### src/spu_pkg.sv
package spu_pkg;

	// attribute registers per sprite in the sprite file
	parameter int SF_REGS = 8;

	// --------------------
	// colour modes
	// --------------------
	typedef enum logic [1:0]
	{
		CM_OFF  = 2'd0,		// sprite inactive
		CM_4C   = 2'd1,		// 2-bit index via palette
		CM_16C  = 2'd2,		// 4-bit index via palette
		CM_TRUE = 2'd3		// direct colour
	} color_mode_t;

	// decoded attributes of one sprite
	typedef struct packed
	{
		logic [8:0]  xpos;
		logic [6:0]  xwords;	// row length in 16-bit words
		logic [8:0]  ypos;
		logic [6:0]  ysize4;	// height in units of 4 lines
		logic [5:0]  pal;
		color_mode_t mode;
		logic [20:0] base;
	} sprite_attr_t;

	// one line-buffer location
	typedef struct packed
	{
		logic       opaque;
		logic [5:0] color;
	} pix_entry_t;

	// one direct-colour byte
	typedef struct packed
	{
		logic       spare;
		logic       transp;
		logic [5:0] color;
	} true_pix_t;

	// --------------------
	// dram word, three views
	// --------------------
	typedef union packed
	{
		logic [7:0][1:0] idx2;	// CM_4C, idx2[7] first
		logic [3:0][3:0] idx4;	// CM_16C, idx4[3] first
		true_pix_t [1:0] tc;	// CM_TRUE, tc[1] first
	} fetch_word_u;

	// sequencer to unpacker
	typedef struct packed
	{
		logic        load;		// new word on spu_data
		color_mode_t mode;
		logic [5:0]  pal;
		logic        xpos_load;	// start of a sprite row
		logic [8:0]  xpos;
	} unpack_ctl_t;

endpackage

### src/pixel_unpack.sv
`timescale 1ns/10ps

module pixel_unpack import spu_pkg::*;
(
	input  logic        clk,
	input  logic        line_start,
	input  unpack_ctl_t ctl,
	input  logic [15:0] spu_data,
	input  logic        step,
	output logic [7:0]  sp_ra,
	input  logic [7:0]  sp_rd,
	output logic [8:0]  wr_addr,
	output pix_entry_t  wr_data,
	output logic        wr_en
);

	fetch_word_u word;		// current field always on top
	logic [8:0]  xcur;
	logic        pix_opaque;
	logic [5:0]  pix_color;

	// --------------------
	// word and position
	// --------------------
	always_ff @(posedge clk)
		if (ctl.load)
			word <= spu_data;
		else if (step)
			case (ctl.mode)
				CM_4C: word <= word << 2;
				CM_16C: word <= word << 4;
				default: word <= word << 8;	// direct colour, one byte
			endcase

	// transparent pixels still advance
	always_ff @(posedge clk)
		if (ctl.xpos_load)
			xcur <= ctl.xpos;
		else if (step)
			xcur <= xcur + 9'd1;

	// palette lookup
	always_comb
		case (ctl.mode)
			CM_4C: sp_ra = {ctl.pal, word.idx2[7]};
			CM_16C: sp_ra = {ctl.pal[5:2], word.idx4[3]};
			default: sp_ra = {ctl.pal, 2'b00};	// not looked up
		endcase

	// colour and opacity of the top field
	always_comb
		if (ctl.mode == CM_TRUE)
		begin
			pix_opaque = !word.tc[1].transp;
			pix_color = word.tc[1].color;
		end
		else
		begin
			pix_opaque = !sp_rd[6];		// bit 6 marks transparent
			pix_color = sp_rd[5:0];
		end

	// --------------------
	// line buffer write
	// --------------------
	always_ff @(posedge clk or posedge line_start)
		if (line_start)
			wr_en <= 1'b0;
		else
			wr_en <= step && pix_opaque;

	always_ff @(posedge clk)
	begin
		wr_addr <= xcur;
		wr_data <= '{opaque: 1'b1, color: pix_color};
	end

endmodule

### config.mk
export PLATFORM = sky130hd
export DESIGN_NAME = pixel_unpack
export DESIGN_NICKNAME = d
export VERILOG_FILES = /design/src/spu_pkg.sv /design/src/pixel_unpack.sv
export SDC_FILE = /design/constraint.sdc
export NUM_CORES = 1
export LEC_CHECK = 0
export ABC_AREA = 1
export BUFFER_PORTS_ARGS = -buffer_cell sky130_fd_sc_hd__buf_2
export CORE_ASPECT_RATIO = 1.4
export CORE_UTILIZATION = 49
export CTS_BUF_LIST = sky130_fd_sc_hd__clkbuf_4 sky130_fd_sc_hd__clkbuf_8 sky130_fd_sc_hd__clkbuf_16
export DETAILED_ROUTE_END_ITERATION = 6
export GPL_TIMING_DRIVEN = 0
export PLACE_DENSITY = 0.88
export SLEW_MARGIN = 25
export SYNTH_ARGS = -nofsm -noshare
export SYNTH_HDL_FRONTEND = slang
export SYNTH_SLANG_ARGS = --single-unit
### constraint.sdc
create_clock -name clk -period 1.7 [get_ports clk]
set_clock_uncertainty 0.1 [all_clocks]
set_input_delay 0.34 -clock clk [delete_from_list [all_inputs] [get_ports clk]]
set_output_delay 0.34 -clock clk [all_outputs]
set_load 0.05 [all_outputs]
==> reports/results.ini <==
[synthesis]
synth_area_leader_cell=edfxtp_1
synth_seq_area_share=0.542
synth_area_leaders=edfxtp_1, dfxtp_1, nand2_1
synthXorXnorAreaFrac=0
yosys.area_share.simple=0.210
synthCells=226
synth_compound_area_frac=0.110
synth_top_family_by_area=simple AND/OR/NAND/NOR gates
synthesis.area_um2=1990
synth_top_area_frac=0.378
synthMuxAreaShare=0.0113
avgSynthCellArea_um2=8.79
synth-edff-count=25
ys_ff_latch=41
ys_types=27
synth_top_flop_cell=edfxtp_1
syn_nets=276
async_flop_share=0.0244
ys_warn_count=0
synth_fa_ha_area_frac=0.0252

[power]
peakVddDrop_mv=0.638
cellPowerDensity_nw_per_um2=969
seqPwrFrac=0.508
p_int_mw=1.64
p_clk_frac=0.255
power.net_switching_mw=0.781
report.power.total_mw=2.42
p_comb_frac=0.237
p_sw_frac=0.323
p_leak_nw=1.21

[floorplanning]
fp.dieH_um=77.3
die_w_um=55.8
core_um2=3920
initial_utilization=0.507
die_area_um2=4310
rows=27
io_pins=71

[global_routing]
grt_max_degree=17
grt_usage=0.211
grt_overflow=0
grt_pass1_vias=1757
antenna_found_initial=0
grt_pass1_wl_um=7110

[sta]
hold_ws_ns=0.172
worstMarginPinSlew_ns=0.674
finalSetupViolCount=0
final_max_slew_viol_count=0
hold_violations=0
fmax_mhz=604
min_period_ns=1.66
setup_ws_ns=0.0432
period_share=0.975
rsz0062_at_grt=true
max-slew-margin-rel=0.550

[drt]
drtAntennaViolNets=0
wl_um=4410
via_per_inst=5.25
drtIter0Drc=106
wl_per_cell_um=13.0
first_pass_iters=4
via_count=1784
drcViolationCount=0

[layout]
final_nets=346
area_growth_syn_to_layout_pct=25.6
n_antenna_cell=0
fin_util=0.637
final_cell_count_no_fill=340
drive_above_1_share=0.310

[placed_design]
placed_cells=332
place_ws_ns=-0.311
dp.final_hpwl_um=3240
gp_congestion=0.842
portBuffers=63

[setup_path]
critPathBufInv=4
ff2ff_path_depth=6
r2r_slack_ns=0.21
cp_top_family=buffers and inverters
cpPeakStageDelay_ns=0.33
critPathKind=in -> out
crit_arrival_ns=1.22
crit_path_start_kind=input port
slowest_stage=ha_4
path_cells=buf_2 > inv_2 > ha_4 > inv_8 > nand3_1 > nand2_2 > buf_4
timing.rr.start=xcur[0]
worstSetupStartpoint=ctl[16]
timing.rr.end=xcur[8]
end_kind=primary output
cp.required_ns=1.26
crit_fanout=11

[hold_path]
min_from=sp_rd[4]
whs_endpoint=wr_data[4]
hp-class=in -> reg
holdPathStages=2

[clock_network]
cts_tree=built
cts_sinks=41
cts_buffers=5
htreeDepth=2
clkTransAtPathRegs_ns=0.08
clockBufferDepth=2
cts_root_buf=clkbuf_8
insertion_delay_ns=0.29

[job]
maxCapViolations=0

[outcome]
status=finished clean

[cell usage after synthesis (all sizes together) (2+ instances only)]
master and count:
ha 4, clkinv 2, o21ai 7, dfxtp 15, nand2 64, edfxtp 25, nand3 17, mux2 2
o211ai 4, o21bai 2, a21oi 13, buf 11, nor2 19, a21boi 2, o22ai 8, inv 26
[how the worst max path moves through the flow]
stage	to	cells after the start
after global routing	sp_ra[0]	6
after detailed placement	sp_ra[1]	8
after floorplan	sp_ra[1]	6
after global placement	sp_ra[1]	8
final	sp_ra[3]	7
after CTS	sp_ra[3]	6
[layer usage]
| metal | vias up | track usage | share of wire | routed length, um |
|---|---|---|---|---|
| met2 | 79 | 0.406 | 0.55 | 2430 |
| li1 | 878 | - | - | - |
| met5 | - | 0 | 0 | 0 |
| met1 | 814 | 0.200 | 0.37 | 1640 |
| met3 | 13 | 0.0489 | 0.051 | 226 |
| met4 | 0 | 0.110 | 0.026 | 114 |
[cell type report]
type                       instances  area (um^2)
buffer                            10         76.3
clock buffer                       5         68.8
clock inverter                     3         17.5
fill                             324         1420
inverter                          28          113
multi-input combinational        145          739
sequential                        41         1080
tap                               43         53.8
timing repair buffer              65          350
[registers in the layout, indices dropped and copies added (netlist names)]
name	flops
wr_data	6
word	16
wr_en	1
wr_addr	9
xcur	9
[cells in the final DEF, fill, tap and decap left out, types with 2 or more instances in the layout]
master	n
buf_6	4
o21bai_1	2
clkinv_1	3
dfxtp_1	15
ha_1	2
clkbuf_8	5
o211ai_1	4
nand3_1	17
mux2_2	2
nand2_1	61
buf_2	60
o22ai_1	8
a21oi_1	12
buf_4	9
o21ai_0	4
nor2_1	18
edfxtp_1	25
inv_1	24
o21ai_1	2
a21boi_0	2
nand2_2	2
[power groups by stage]
stage          sequential (mW)  clock [mW]  combinational (mW)
5_1_grt                   1.24       0.664               0.614
3_3_place_gp              1.24           0               0.538
3_5_place_dp              1.25           0               0.549
4_1_cts                   1.23       0.633               0.564
2_1_floorplan             1.37           0               0.265
6_report                  1.23       0.617               0.573
[through the flow]
| step | area (um^2) | TNS [ns] |
|---|---|---|
| floorplan | 2000 | -0.194 |
| global placement | 2370 | -1.55 |
| detailed placement | 2370 | -2.30 |
| CTS | 2490 | -0.00182 |
| global route | 2490 | -0.00202 |
| finish | 2490 | 0 |
[timing repair]
action | 4_1_cts | 5_1_grt
hold endpoints to repair | 1 | 0
hold buffers | 1 | 0
buffers inserted | 1 | 0
endpoints found under the setup margin | 4 | 4
gates resized for setup | 9 | 4
pin swaps | 0 | 1
[cells by family (layout without fill, tap and decap cells)]
| logic type | Yosys count | count (layout) |
|---|---|---|
| simple gates | 101 | 101 |
| flops | 41 | 41 |
| buf+inv | 40 | 111 |
| compound gates | 37 | 37 |
| fa+ha+maj | 4 | 4 |
| mux | 2 | 2 |
| other cells | 1 | 1 |
Power figures use the tool's default switching activity.
