===== config.mk =====
export PLATFORM = sky130hd
export DESIGN_NAME = pixel_counter
export DESIGN_NICKNAME = d
export VERILOG_FILES = /design/src/spu_pkg.sv /design/src/pixel_counter.sv
export SDC_FILE = /design/constraint.sdc
export NUM_CORES = 1
export LEC_CHECK = 0
export BUFFER_PORTS_ARGS = -buffer_cell sky130_fd_sc_hd__buf_2
export CORE_AREA = 2 2 39 41
export DETAILED_ROUTE_END_ITERATION = 8
export DIE_AREA = 0 0 41 43
export GPL_TIMING_DRIVEN = 0
export PLACE_DENSITY = 0.68
export RECOVER_POWER = 50
export SLEW_MARGIN = 20
export SYNTH_ARGS = -nofsm -noshare
export SYNTH_HDL_FRONTEND = slang
export SYNTH_SLANG_ARGS = --single-unit

===== constraint.sdc =====
create_clock -name clk -period 4.05 [get_ports clk]
set_clock_uncertainty 0.2 [all_clocks]
set_input_delay 0.2025 -clock clk [delete_from_list [all_inputs] [get_ports clk]]
set_output_delay 0.2025 -clock clk [all_outputs]
set_load 0.05 [all_outputs]

===== src/spu_pkg.sv =====
package spu_pkg;

	// attribute registers per sprite in the sprite file
	parameter int SF_REGS = 8;

	// --------------------
	// colour modes
	// --------------------
	typedef enum logic [1:0]
	{
		CM_OFF  = 2'd0,		// sprite inactive
		CM_4C   = 2'd1,		// 2-bit index via palette
		CM_16C  = 2'd2,		// 4-bit index via palette
		CM_TRUE = 2'd3		// direct colour
	} color_mode_t;

	// decoded attributes of one sprite
	typedef struct packed
	{
		logic [8:0]  xpos;
		logic [6:0]  xwords;	// row length in 16-bit words
		logic [8:0]  ypos;
		logic [6:0]  ysize4;	// height in units of 4 lines
		logic [5:0]  pal;
		color_mode_t mode;
		logic [20:0] base;
	} sprite_attr_t;

	// one line-buffer location
	typedef struct packed
	{
		logic       opaque;
		logic [5:0] color;
	} pix_entry_t;

	// one direct-colour byte
	typedef struct packed
	{
		logic       spare;
		logic       transp;
		logic [5:0] color;
	} true_pix_t;

	// --------------------
	// dram word, three views
	// --------------------
	typedef union packed
	{
		logic [7:0][1:0] idx2;	// CM_4C, idx2[7] first
		logic [3:0][3:0] idx4;	// CM_16C, idx4[3] first
		true_pix_t [1:0] tc;	// CM_TRUE, tc[1] first
	} fetch_word_u;

	// sequencer to unpacker
	typedef struct packed
	{
		logic        load;		// new word on spu_data
		color_mode_t mode;
		logic [5:0]  pal;
		logic        xpos_load;	// start of a sprite row
		logic [8:0]  xpos;
	} unpack_ctl_t;

endpackage


===== src/pixel_counter.sv =====
`timescale 1ns/10ps

module pixel_counter import spu_pkg::*;
(
	input  logic        clk,
	input  logic        line_start,
	input  color_mode_t mode,
	input  logic [6:0]  xwords,
	input  logic        load_row,
	input  logic        load_word,
	input  logic        step,
	output logic        last_pix,
	output logic        last_word
);

	logic [2:0] pix_cnt;	// pixels left in word, minus one
	logic [6:0] word_cnt;	// words left after current one
	logic [2:0] pix_init;

	// 8, 4 or 2 pixels per word
	always_comb
		case (mode)
			CM_16C: pix_init = 3'd3;
			CM_TRUE: pix_init = 3'd1;
			default: pix_init = 3'd7;
		endcase

	always_ff @(posedge clk or posedge line_start)
		if (line_start)
		begin
			pix_cnt <= 3'd0;
			word_cnt <= 7'd0;
		end
		else
		begin
			if (load_word)
				pix_cnt <= pix_init;
			else if (step && (pix_cnt != 3'd0))
				pix_cnt <= pix_cnt - 3'd1;

			if (load_row)
				word_cnt <= xwords;	// 0 gives 128 words
			else if (load_word)
				word_cnt <= word_cnt - 7'd1;
		end

	assign last_pix = (pix_cnt == 3'd0);
	assign last_word = (word_cnt == 7'd0);

endmodule


==> results.md <==
* Post-synthesis xor/xnor area fraction at 0.0709
* Clock network fraction of total power at 0.255
* Number of max-capacitance violations reported at 0
* Net total in the final layout at 108
* DP Area at 708 sq um
* Number of detailed-route iterations in the first pass at 4
* Worst slack, placed at 2400 ps
* Resized Gates After CTS at 0
* Largest family of logic cells by synthesized area: simple AND/OR/NAND/NOR gates
* Diode count at 0
* Internal power component at 0.185 mW
* Final antenna-violating net count at 0
* Final hold violation count at 0
* Final setup vio count at 0
* Net count of the mapped netlist at 80
* Leading register cell type out of synthesis: sky130_fd_sc_hd__dfrtp_1
* Result of the run: complete, no violations
* Part of the power in combinational logic at 0.266
* Critical path arrival at 1470 ps
* Gate count after technology mapping at a little over 60
* Starting utilization of the core area at 0.447
* Final Max Tran Viols at 0
* Post-layout worst setup margin at around 2200 ps
* Share of async-settable or async-resettable flops after synthesis at 1.00
* Total routing resource utilization after global routing at 0.174
* Critical path start-end classification: register to output pin
* Post-layout minimum cycle time at 1870 ps
* Static power due to leakage at 0.391 nW
* Number of synthesized register bits at 10
* Total Power at 0.262 mW
* Routed length per instance at about 11 um
* Area fraction in and, or, nand and nor cells after synthesis at 0.233
* Cell row count at 14
* Syn-to-layout area delta at 32.8%
* Number of sinks on the clock net at 10
* Deepest clock path buffer count at 2
* Classification of the worst-slack hold path: input pin to register
* Total clock buffers created by CTS at 3
* TritonCTS clock tree: yes
* Switching power of the nets at 0.0769 mW
* Detail-routed via count per cell at between 4 and 5
* Vias in the first global route at just over 500
* Maximum number of pins on one net before global-route repair at 11
* DRC violation count after routing at 0
* Die span in y at 43 um
* Critical path fanouts, max at 3
* Clock tree root driver cell: sky130_fd_sc_hd__clkbuf_4
* Category of the worst setup path capture point: output pin
* Pwr per Cell Area at 319 nW/um^2
* Maximum vdd drop at 0.000141 V
* Startpoint types: register
* Fraction of synthesized cell area taken by the top area cell type at 0.405
* Share of synthesized area spent on multiplexers at 0.0344
* Number of primary I/O pins at 16
* Initial antenna violation count at 0
* Worst slew pin tran at 398 ps
* Routed via count at 507
* Part of the power in registers at 0.478
* Synth Area in Compound Gates at 0.121
* Clock edge transition at the registers on the reported setup and hold paths at 60 ps
* IO Port Bufs at 14
* CTS H-tree depth at 1
* Required arrival time at the worst endpoint at 3650 ps
* Cells taking the most area after synthesis: sky130_fd_sc_hd__dfrtp_1, sky130_fd_sc_hd__ha_1, sky130_fd_sc_hd__xnor2_1
* Fraction of the cycle the final worst path needs at 0.462
* Yosys top cell by area: sky130_fd_sc_hd__dfrtp_1
* Post-synth design cell area at 618 sq um
* Proportion of synthesized chip area in sequential cells at 0.405
* Setup repair after global routing missed its margin: false
* Cell with the most instances after synthesis: sky130_fd_sc_hd__dfrtp_1
* Area of the die at 1760 sq um
* Ratio of cells with drive above 1 in the final layout at 0.227
* Fillers at 131
* Final global-route overflow total at 0
* Total core area at 1380 sq um
* Detailed Route Iter0 Violations at 7
* Yosys Warn Count at 0
* Multi-input gate area at 334 sq um
* Clock insertion delay at the later pin of the skew report at around 260 ps
* Final GP Congestion at 0.790
* Count of flip-flops with a built-in enable after synthesis at 0
* Switching Share at 0.294
* Timing-limited maximum frequency at 535 MHz
* Setup_tns at 0 ps
* Worst slew margin at 0.735
* Distinct cells, synth at 27
* Design area at slightly above 800 sq um
* Top cells by instance count after synthesis: sky130_fd_sc_hd__dfrtp_1, sky130_fd_sc_hd__nand2_1, sky130_fd_sc_hd__inv_1
* Mean instance size in the synthesized netlist at approximately 10 sq um
* Wire length of the first global-routing pass at approximately 2000 um
* Post-detailed-routing wire length at 1180 um
* Sequential Area at roughly 250 sq um
* Die X-Extent at just over 40 um
* Adder-cell share of the synthesized area at 0.0810
-- power by group through the flow --
| stage | Clock [mW] | Sequential (mW) | Combinational (mW) |
|---|---|---|---|
| 3_5_place_dp | 0 | 0.127 | 0.0632 |
| 6_report | 0.0669 | 0.125 | 0.0697 |
| 3_3_place_gp | 0 | 0.127 | 0.0611 |
| 4_1_cts | 0.0680 | 0.125 | 0.0707 |
| 2_1_floorplan | 0 | 0.125 | 0.0488 |
| 5_1_grt | 0.0750 | 0.127 | 0.0799 |
-- placed cells by master, fill, tap and decap left out, types with 2 or more instances in the layout --
master / count
sky130_fd_sc_hd__a211oi_1: 2
sky130_fd_sc_hd__buf_2: 14
sky130_fd_sc_hd__clkbuf_4: 3
sky130_fd_sc_hd__dfrtp_1: 10
sky130_fd_sc_hd__dlygate4sd3_1: 9
sky130_fd_sc_hd__ha_1: 4
sky130_fd_sc_hd__inv_1: 6
sky130_fd_sc_hd__nand2_1: 7
sky130_fd_sc_hd__nand2b_1: 4
sky130_fd_sc_hd__nor3b_1: 2
sky130_fd_sc_hd__nor4_1: 2
sky130_fd_sc_hd__o21ai_1: 4
sky130_fd_sc_hd__xnor2_1: 4
-- state kept, by name, summed over array words and instances (netlist names) --
register  count
pix_cnt       3
word_cnt      7
-- stage by stage --
stage	instances	utilization	hold WS, ps
floorplan	62	-	-157
global placement	92	0.512	-1.90
detailed placement	92	0.512	1.88
CTS	104	0.593	3.85
global route	104	0.593	22.2
finish	104	0.593	7.23
-- worst paths after layout --
check                             from     endpoint  slack [ps]  cells after the start
hold / removal               load_word   pix_cnt[2]           7                      2
setup reg to reg            pix_cnt[0]   pix_cnt[1]        2390                      6
max in group asynchronous   line_start  word_cnt[6]        3120                      3
hold reg to reg             pix_cnt[2]   pix_cnt[2]         360                      2
setup / recovery           word_cnt[0]    last_word        2180                      5
min in group asynchronous   line_start   pix_cnt[0]         260                      3
-- cells by family (layout without fill, tap and decap cells) --
group / count (synthesis) / after routing
compound gates: 12 / 12
xor+xnor: 5 / 5
fa+ha+maj: 4 / 4
buf+inv: 8 / 34
flops: 10 / 10
mux: 2 / 2
simple gates: 21 / 21
-- timing repair --
item | 4_1_cts | 5_1_grt
endpoints found under the hold margin | 18 | 0
hold buffers | 9 | 0
setup buffers | 0 | 0
-- layout make-up --
cell class / instances / area share
buffer: 2 / 0.0137
clock buffer: 3 / 0.0274
inverter: 6 / 0.0274
multi-input combinational: 44 / 0.407
sequential: 10 / 0.305
tap: 16 / 0.0244
timing repair buffer: 23 / 0.195
-- per-layer routing --
metal | part of all wire | vias to the layer above | wire (um) | global-route usage
met5 | 0 | - | 0 | 0
met4 | 0.013 | 0 | 15 | 0.140
met3 | 0.041 | 2 | 48 | 0.0314
met2 | 0.46 | 12 | 548 | 0.266
met1 | 0.48 | 228 | 571 | 0.197
li1 | - | 265 | - | -
-- worst max-delay path, cell delays in order, from the launching register on --
cell,delay (ps)
sky130_fd_sc_hd__dfrtp_1,430
sky130_fd_sc_hd__inv_1,110
sky130_fd_sc_hd__ha_1,150
sky130_fd_sc_hd__nand2b_1,60
sky130_fd_sc_hd__nor4_1,150
sky130_fd_sc_hd__buf_2,300
No activity file was read; power rests on OpenSTA's default activity.
