<file path="src/spu_pkg.sv">
package spu_pkg;

	// attribute registers per sprite in the sprite file
	parameter int SF_REGS = 8;

	// --------------------
	// colour modes
	// --------------------
	typedef enum logic [1:0]
	{
		CM_OFF  = 2'd0,		// sprite inactive
		CM_4C   = 2'd1,		// 2-bit index via palette
		CM_16C  = 2'd2,		// 4-bit index via palette
		CM_TRUE = 2'd3		// direct colour
	} color_mode_t;

	// decoded attributes of one sprite
	typedef struct packed
	{
		logic [8:0]  xpos;
		logic [6:0]  xwords;	// row length in 16-bit words
		logic [8:0]  ypos;
		logic [6:0]  ysize4;	// height in units of 4 lines
		logic [5:0]  pal;
		color_mode_t mode;
		logic [20:0] base;
	} sprite_attr_t;

	// one line-buffer location
	typedef struct packed
	{
		logic       opaque;
		logic [5:0] color;
	} pix_entry_t;

	// one direct-colour byte
	typedef struct packed
	{
		logic       spare;
		logic       transp;
		logic [5:0] color;
	} true_pix_t;

	// --------------------
	// dram word, three views
	// --------------------
	typedef union packed
	{
		logic [7:0][1:0] idx2;	// CM_4C, idx2[7] first
		logic [3:0][3:0] idx4;	// CM_16C, idx4[3] first
		true_pix_t [1:0] tc;	// CM_TRUE, tc[1] first
	} fetch_word_u;

	// sequencer to unpacker
	typedef struct packed
	{
		logic        load;		// new word on spu_data
		color_mode_t mode;
		logic [5:0]  pal;
		logic        xpos_load;	// start of a sprite row
		logic [8:0]  xpos;
	} unpack_ctl_t;

endpackage

</file>
<file path="src/sprite_seq.sv">
`timescale 1ns/10ps

module sprite_seq import spu_pkg::*;
#(
	parameter int SPRITE_CNT = 64
)
(
	input  logic         clk,
	input  logic         line_start,
	input  logic         pre_vline,
	output logic [8:0]   sf_ra,
	input  logic [7:0]   sf_rd,
	output logic [20:0]  spu_addr,
	output logic         spu_req,
	input  logic         spu_strobe,
	input  logic         last_pix,
	input  logic         last_word,
	output logic         draw_sel,
	output unpack_ctl_t  unpack_ctl,
	output logic         cnt_load_word,
	output logic         cnt_load_row,
	output logic         cnt_step,
	output logic [6:0]   xwords,
	output color_mode_t  mode
);

	localparam int NUM_W = $clog2(SPRITE_CNT);
	localparam int SUB_W = $clog2(SF_REGS);
	localparam logic [NUM_W-1:0] LAST_NUM = NUM_W'(SPRITE_CNT - 1);

	// register read order: 4 3 2 1 0 5 6 7
	typedef enum logic [3:0]
	{
		S_R4, S_R3, S_R2, S_R1, S_R0, S_R5, S_R6, S_R7,
		S_WAIT,		// spu_req high, waiting for strobe
		S_UNPK,		// one pixel per clock
		S_END,		// end-of-word cycle
		S_HALT
	} seq_state_t;

	seq_state_t        state;
	logic [NUM_W-1:0]  num;		// current sprite
	logic [SUB_W-1:0]  sub;		// register within sprite
	logic [8:0]        vline;
	sprite_attr_t      attr;

	logic        active, vis, last_spr, done_spr;
	logic [8:0]  ypos_c;
	logic [9:0]  yend_c;
	logic [8:0]  line_ofs;
	logic [20:0] row_ofs;

	// --------------------
	// line count
	// --------------------
	// sampled on line_start, survives the reset it also gives
	always_ff @(posedge clk)
		if (line_start)
		begin
			if (pre_vline)
			begin
				vline <= 9'd0;
				draw_sel <= 1'b0;
			end
			else
			begin
				vline <= vline + 9'd1;
				draw_sel <= ~draw_sel;	// swap halves
			end
		end

	// --------------------
	// sprite file address
	// --------------------
	always_comb
		case (state)
			S_R4: sub = SUB_W'(4);
			S_R3: sub = SUB_W'(3);
			S_R2: sub = SUB_W'(2);
			S_R1: sub = SUB_W'(1);
			S_R5: sub = SUB_W'(5);
			S_R6: sub = SUB_W'(6);
			S_R7: sub = SUB_W'(7);
			default: sub = SUB_W'(0);	// S_R0, rest don't care
		endcase

	assign sf_ra = 9'({num, sub});

	// visibility, ypos[8] and ysize4 already latched from reg3
	assign ypos_c = {attr.ypos[8], sf_rd};
	assign yend_c = {1'b0, ypos_c} + {1'b0, attr.ysize4, 2'b00};
	assign vis = (vline >= ypos_c) && ({1'b0, vline} < yend_c);

	assign active = (color_mode_t'(sf_rd[1:0]) != CM_OFF);
	assign last_spr = (num == LAST_NUM);

	// row offset, words per row times lines into sprite
	assign line_ofs = vline - attr.ypos;
	assign row_ofs = 21'(attr.xwords) * 21'(line_ofs);

	// sprite finished: inactive, invisible or last word done
	assign done_spr = ((state == S_R4) && !active) ||
		((state == S_R2) && !vis) ||
		((state == S_END) && last_word);

	// --------------------
	// fsm
	// --------------------
	always_ff @(posedge clk or posedge line_start)
		if (line_start)
		begin
			state <= S_R4;
			num <= '0;
			spu_req <= 1'b0;
		end
		else if (done_spr)
		begin
			if (last_spr)
				state <= S_HALT;
			else
			begin
				num <= num + 1'b1;
				state <= S_R4;
			end
		end
		else
			case (state)
				S_R4: state <= S_R3;
				S_R3: state <= S_R2;
				S_R2: state <= S_R1;
				S_R1: state <= S_R0;
				S_R0: state <= S_R5;
				S_R5: state <= S_R6;
				S_R6: state <= S_R7;
				S_R7:
				begin
					spu_req <= 1'b1;	// first word of row
					state <= S_WAIT;
				end
				S_WAIT:
					if (spu_strobe)
					begin
						spu_req <= 1'b0;
						state <= S_UNPK;
					end
				S_UNPK:
					if (last_pix)
						state <= S_END;
				S_END:
				begin
					spu_req <= 1'b1;	// more words to go
					state <= S_WAIT;
				end
				default: state <= S_HALT;
			endcase

	// attribute capture and dram address
	always_ff @(posedge clk)
		case (state)
			S_R4:
			begin
				attr.mode <= color_mode_t'(sf_rd[1:0]);
				attr.pal <= sf_rd[7:2];
			end
			S_R3:
			begin
				attr.ypos[8] <= sf_rd[7];
				attr.ysize4 <= sf_rd[6:0];
			end
			S_R2: attr.ypos[7:0] <= sf_rd;
			S_R1:
			begin
				attr.xpos[8] <= sf_rd[7];
				attr.xwords <= sf_rd[6:0];
			end
			S_R0: attr.xpos[7:0] <= sf_rd;
			S_R5: attr.base[7:0] <= sf_rd;
			S_R6: attr.base[15:8] <= sf_rd;
			S_R7:
			begin
				attr.base[20:16] <= sf_rd[4:0];
				spu_addr <= {sf_rd[4:0], attr.base[15:0]} + row_ofs;
			end
			S_WAIT:
				if (spu_strobe)
					spu_addr <= spu_addr + 21'd1;	// next word of row
			default: ;
		endcase

	// --------------------
	// datapath control
	// --------------------
	assign cnt_load_word = (state == S_WAIT) && spu_strobe;
	assign cnt_load_row = (state == S_R7);
	assign cnt_step = (state == S_UNPK);
	assign xwords = attr.xwords;
	assign mode = attr.mode;

	assign unpack_ctl = '{
		load:      cnt_load_word,
		mode:      attr.mode,
		pal:       attr.pal,
		xpos_load: (state == S_R7),
		xpos:      attr.xpos
	};

endmodule

</file>
<file path="config.mk">
export PLATFORM = sky130hd
export DESIGN_NAME = sprite_seq
export DESIGN_NICKNAME = d
export VERILOG_FILES = /design/src/spu_pkg.sv /design/src/sprite_seq.sv
export SDC_FILE = /design/constraint.sdc
export NUM_CORES = 1
export LEC_CHECK = 0
export BUFFER_PORTS_ARGS = -buffer_cell sky130_fd_sc_hd__buf_2
export CORE_ASPECT_RATIO = 1.4
export CORE_MARGIN = 10
export CORE_UTILIZATION = 65
export DETAILED_ROUTE_END_ITERATION = 8
export PLACE_DENSITY = 0.87
export RECOVER_POWER = 25
export SYNTH_ARGS = -nofsm -noshare
export SYNTH_HDL_FRONTEND = slang
export SYNTH_SLANG_ARGS = --single-unit
export TNS_END_PERCENT = 50
</file>
<file path="constraint.sdc">
create_clock -name clk -period 8.8 [get_ports clk]
set_input_delay 1.32 -clock clk [delete_from_list [all_inputs] [get_ports clk]]
set_output_delay 1.32 -clock clk [all_outputs]
set_load 0.02 [all_outputs]
</file>
==> flow_metrics.env <==
export IMPL_grt_start_max_net_pins=25
export IMPL_async_reset_ff_share_pct=11.2
export IMPL_setup_slack_at_placement_ns=2.32
export IMPL_timing_rr_start="vline[2]"
export IMPL_yosysWarningCount=0
export IMPL_drv_cap=0
export IMPL_dieWidth_microns=115
export IMPL_postRouteWirelength_microns=19400
export IMPL_slew_limit_headroom_pct=23.2
export IMPL_worstHoldEndpoint="spu_req"
export IMPL_cp_buffers_inverters=2
export IMPL_drc_errors=0
export IMPL_fin_crit_sh_pct=75.5
export IMPL_rrSetupSlack_ns=2.16
export IMPL_synthAdderAreaFrac_pct=23.4
export IMPL_die_height_microns=153
export IMPL_drc_violation_total_after_the_first_tritonroute_iteration=449
export IMPL_min_delay_path_depth=2
export IMPL_top_area_cells_in_the_synthesized_netlist="sky130_fd_sc_hd__edfxtp_1 (32%), sky130_fd_sc_hd__fa_1 (12%), sky130_fd_sc_hd__ha_1 (11%)"
export IMPL_antenna_cells_inserted=0
export IMPL_post_synth_inst_count=819
export IMPL_cts_sink_count=98
export IMPL_final_antenna_net_count=0
export IMPL_synthMostInstantiatedCell="sky130_fd_sc_hd__inv_1"
export IMPL_starting_density_of_the_core_pct=66.5
export IMPL_grt_pass1_vias=6398
export IMPL_synthesis_area_per_instance_sq_um=10.1
export IMPL_yosys_area_share_xor_xnor_pct=4.02
export IMPL_cts_hold_fix_buffers=0
export IMPL_cpMostUsedCell="sky130_fd_sc_hd__fa_1"
export IMPL_ys_ff_latch=98
export IMPL_global_route_wire_length_before_repair_microns=31500
export IMPL_netlist_cell_type_count=65
export IMPL_synth_top_family_by_area="adder cells"
export IMPL_gp_routability_congestion=0.874
export IMPL_timing_critical_path_arrival_ns=6.81
export IMPL_synth_simple_gate_area_share_pct=15.2
export IMPL_setup_tns_ns=0
export IMPL_synth_compound_area_share_pct=10.7
export IMPL_largest_fanout_of_any_net_on_the_critical_path=8
export IMPL_syn2layout_area_growth_pct=6.88
export IMPL_grt_setup_unrepaired="no"
export IMPL_io_buffer_count=76
export IMPL_gate_family_responsible_for_the_most_delay_along_the_worst_path="adder cells"
export IMPL_hold_viol_final=0
export IMPL_hpwlAfterDp_microns=14700
export IMPL_cell_type_contributing_the_most_total_cell_area_after_synthesis="sky130_fd_sc_hd__edfxtp_1"
export IMPL_grt_total_usage_pct=22.4
export IMPL_critical_path_required_ns=8.97
export IMPL_final_setup_skew_ns=0.0103
export IMPL_seq_area_frac_synth_pct=34.9
export IMPL_ctsLongestPathBuffers=2
export IMPL_utilization_pct=71.1
export IMPL_floorplan_io_pins=77
export IMPL_critical_path_cell_with_the_highest_stage_delay="sky130_fd_sc_hd__fa_1"
export IMPL_share_of_final_layout_standard_cells_stronger_than_drive_strength_1_pct=12.1
export IMPL_run_status="completed"
export IMPL_post_synth_top_area_share_pct=31.6
export IMPL_cts_buffers_inserted=9
export IMPL_fin_worst_hold_slack_ns=0.500
export IMPL_drt_vias_per_instance=6.10
export IMPL_syn_nets=958
export IMPL_grt_remaining_overflow=0
export IMPL_timing_critical_path_depth=20
export IMPL_final_period_minus_worst_setup_slack_ns=6.64
export IMPL_post_cts_buffers=0
export IMPL_drt_pass1_iterations=6
export IMPL_clkLatencyLatePin_ns=0.35
export IMPL_number_of_antenna_violations_at_the_first_check_in_global_routing=0
export IMPL_muxShareOfSynthArea_pct=2.89
export IMPL_critical_path_startpoint_type="flip-flop"
export IMPL_timing_hold_worst_start="spu_req"
export IMPL_post_synth_instance_area_sq_mm=0.00827
export IMPL_final_nets=995
export IMPL_seqCellArea_sq_mm=0.00289
export IMPL_clock_root_buffer="sky130_fd_sc_hd__clkbuf_16"
export IMPL_slew_violations=0
export IMPL_total_area_of_multi_input_combinational_cells_sq_mm=0.00467
export IMPL_cts_clk_slew_worst_paths_ns=0.08
export IMPL_critPathMaxStageDelay_ns=0.56
export IMPL_dieArea_sq_mm=0.0177
export IMPL_regToRegEndpoint="spu_addr[19]"
export IMPL_via_count=6163
export IMPL_rr_worst_depth=20
export IMPL_placeableCoreArea_sq_mm=0.0124
export IMPL_maximum_clock_frequency_ghz=0.151
export IMPL_timing_hold_worst_class="flip-flop to flip-flop"
export IMPL_max_slew_worst_pin_slew_ns=1.14
export IMPL_placement_rows=48
export IMPL_timing_final_setup_violations=0
export IMPL_tritoncts_clock_tree="done"
export IMPL_post_cts_resized=0
export IMPL_fillerInstances=862
export IMPL_synth_edff_count=87
export IMPL_wire_length_per_cell_after_detailed_routing_microns=19.2
export IMPL_worst_setup_path_type="flip-flop to flip-flop"
export IMPL_critPathCaptureType="flip-flop"
export IMPL_cts_htree_levels=3
export IMPL_cp_cell_sequence="ha_1 -> nor2b_1 -> o21ai_1 -> a21boi_1 -> o21a_1 -> o21ai_0 -> and3_1 -> fa_1 -> fa_1 -> fa_1 -> inv_1 -> fa_1 -> inv_1 -> ha_1 -> a21oi_1 -> o21ai_1 -> o31ai_1 -> a211oi_1 -> a221o_1 -> a311oi_1"
export IMPL_setup_slack_after_layout_ns=2.16
export IMPL_synth_top_cells_by_count="sky130_fd_sc_hd__inv_1 (110), sky130_fd_sc_hd__edfxtp_1 (87), sky130_fd_sc_hd__ha_1 (75)"
export IMPL_postSynth_topFlopCell="sky130_fd_sc_hd__edfxtp_1"
metal layers:
layer	global-route usage (%)	wire (microns)	vias to the layer above
li1	-	-	2860
met1	25.1	7240	3004
met2	39.7	10300	236
met3	4.11	1110	63
met4	10.0	789	0
met5	0	0	-
sequential cells by signal, indices dropped and copies added, names as in the netlist:
| signal | count |
|---|---|
| num | 6 |
| mode | 2 |
| state | 4 |
| xwords | 7 |
| spu_addr | 21 |
| unpack_ctl | 15 |
| attr | 32 |
| vline | 9 |
| spu_req | 1 |
| draw_sel | 1 |
worst reg2reg max path, delay by kind of cell, from the launching register on:
family	cells	cell delay [ns]
adder cells (fa/ha/maj)	6	2.81
AO/OA/AOI/OAI	10	2.60
flip-flops	1	0.53
AND/OR/NAND/NOR	2	0.41
buffers and inverters	2	0.11
final cells by class:
class | count | share of cell area (%)
tap | 150 | 2.12
multi-input combinational | 557 | 52.8
timing repair buffer | 79 | 4.43
clock inverter | 7 | 0.750
sequential | 98 | 32.7
clock buffer | 9 | 2.55
inverter | 111 | 4.71
layout by cell type, fill, tap and decap left out, types with 11 or more instances in the layout:
master                     synthesis  routed
sky130_fd_sc_hd__nor2_1           38      38
sky130_fd_sc_hd__buf_2             5      67
sky130_fd_sc_hd__xnor2_1          20      20
sky130_fd_sc_hd__nor3_1           14      14
sky130_fd_sc_hd__a21oi_1          38      38
sky130_fd_sc_hd__fa_1             50      50
sky130_fd_sc_hd__nand2_1          72      72
sky130_fd_sc_hd__edfxtp_1         87      87
sky130_fd_sc_hd__nor2b_1          17      17
sky130_fd_sc_hd__xor2_1           18      18
sky130_fd_sc_hd__nand2b_1         14      14
sky130_fd_sc_hd__inv_1           110     110
sky130_fd_sc_hd__dfrtp_1          11      11
sky130_fd_sc_hd__nand3_1          25      25
sky130_fd_sc_hd__ha_1             75      75
sky130_fd_sc_hd__and3_1           13      13
sky130_fd_sc_hd__mux2i_1          16      16
sky130_fd_sc_hd__o21ai_0          20      19
sky130_fd_sc_hd__and2_1           13      13
cells by family after synthesis:
kind of cell / Yosys count
flops: 98
compound gates: 128
fa+ha+maj: 125
simple gates: 243
buf+inv: 164
mux: 23
xor+xnor: 38
worst max path at each step:
stage                         endpoint     start  slack, ns
after floorplan           spu_addr[20]  vline[2]       2.84
after global placement    spu_addr[19]  vline[2]       2.56
after detailed placement  spu_addr[19]  vline[2]       2.32
after CTS                 spu_addr[19]  vline[2]       2.21
after global routing      spu_addr[19]  vline[2]       1.71
final                     spu_addr[19]  vline[2]       2.16
metrics by stage:
stage / area [sq um] / std cells
after floorplan: 8270 / 819
after global placement: 8560 / 995
after detailed placement: 8560 / 995
after CTS: 8850 / 1011
after global routing: 8840 / 1011
final: 8840 / 1011
Power is left out: the tool's default activity adds up to more than one toggle a clock period on the data nets, which glitch-free logic cannot reach.
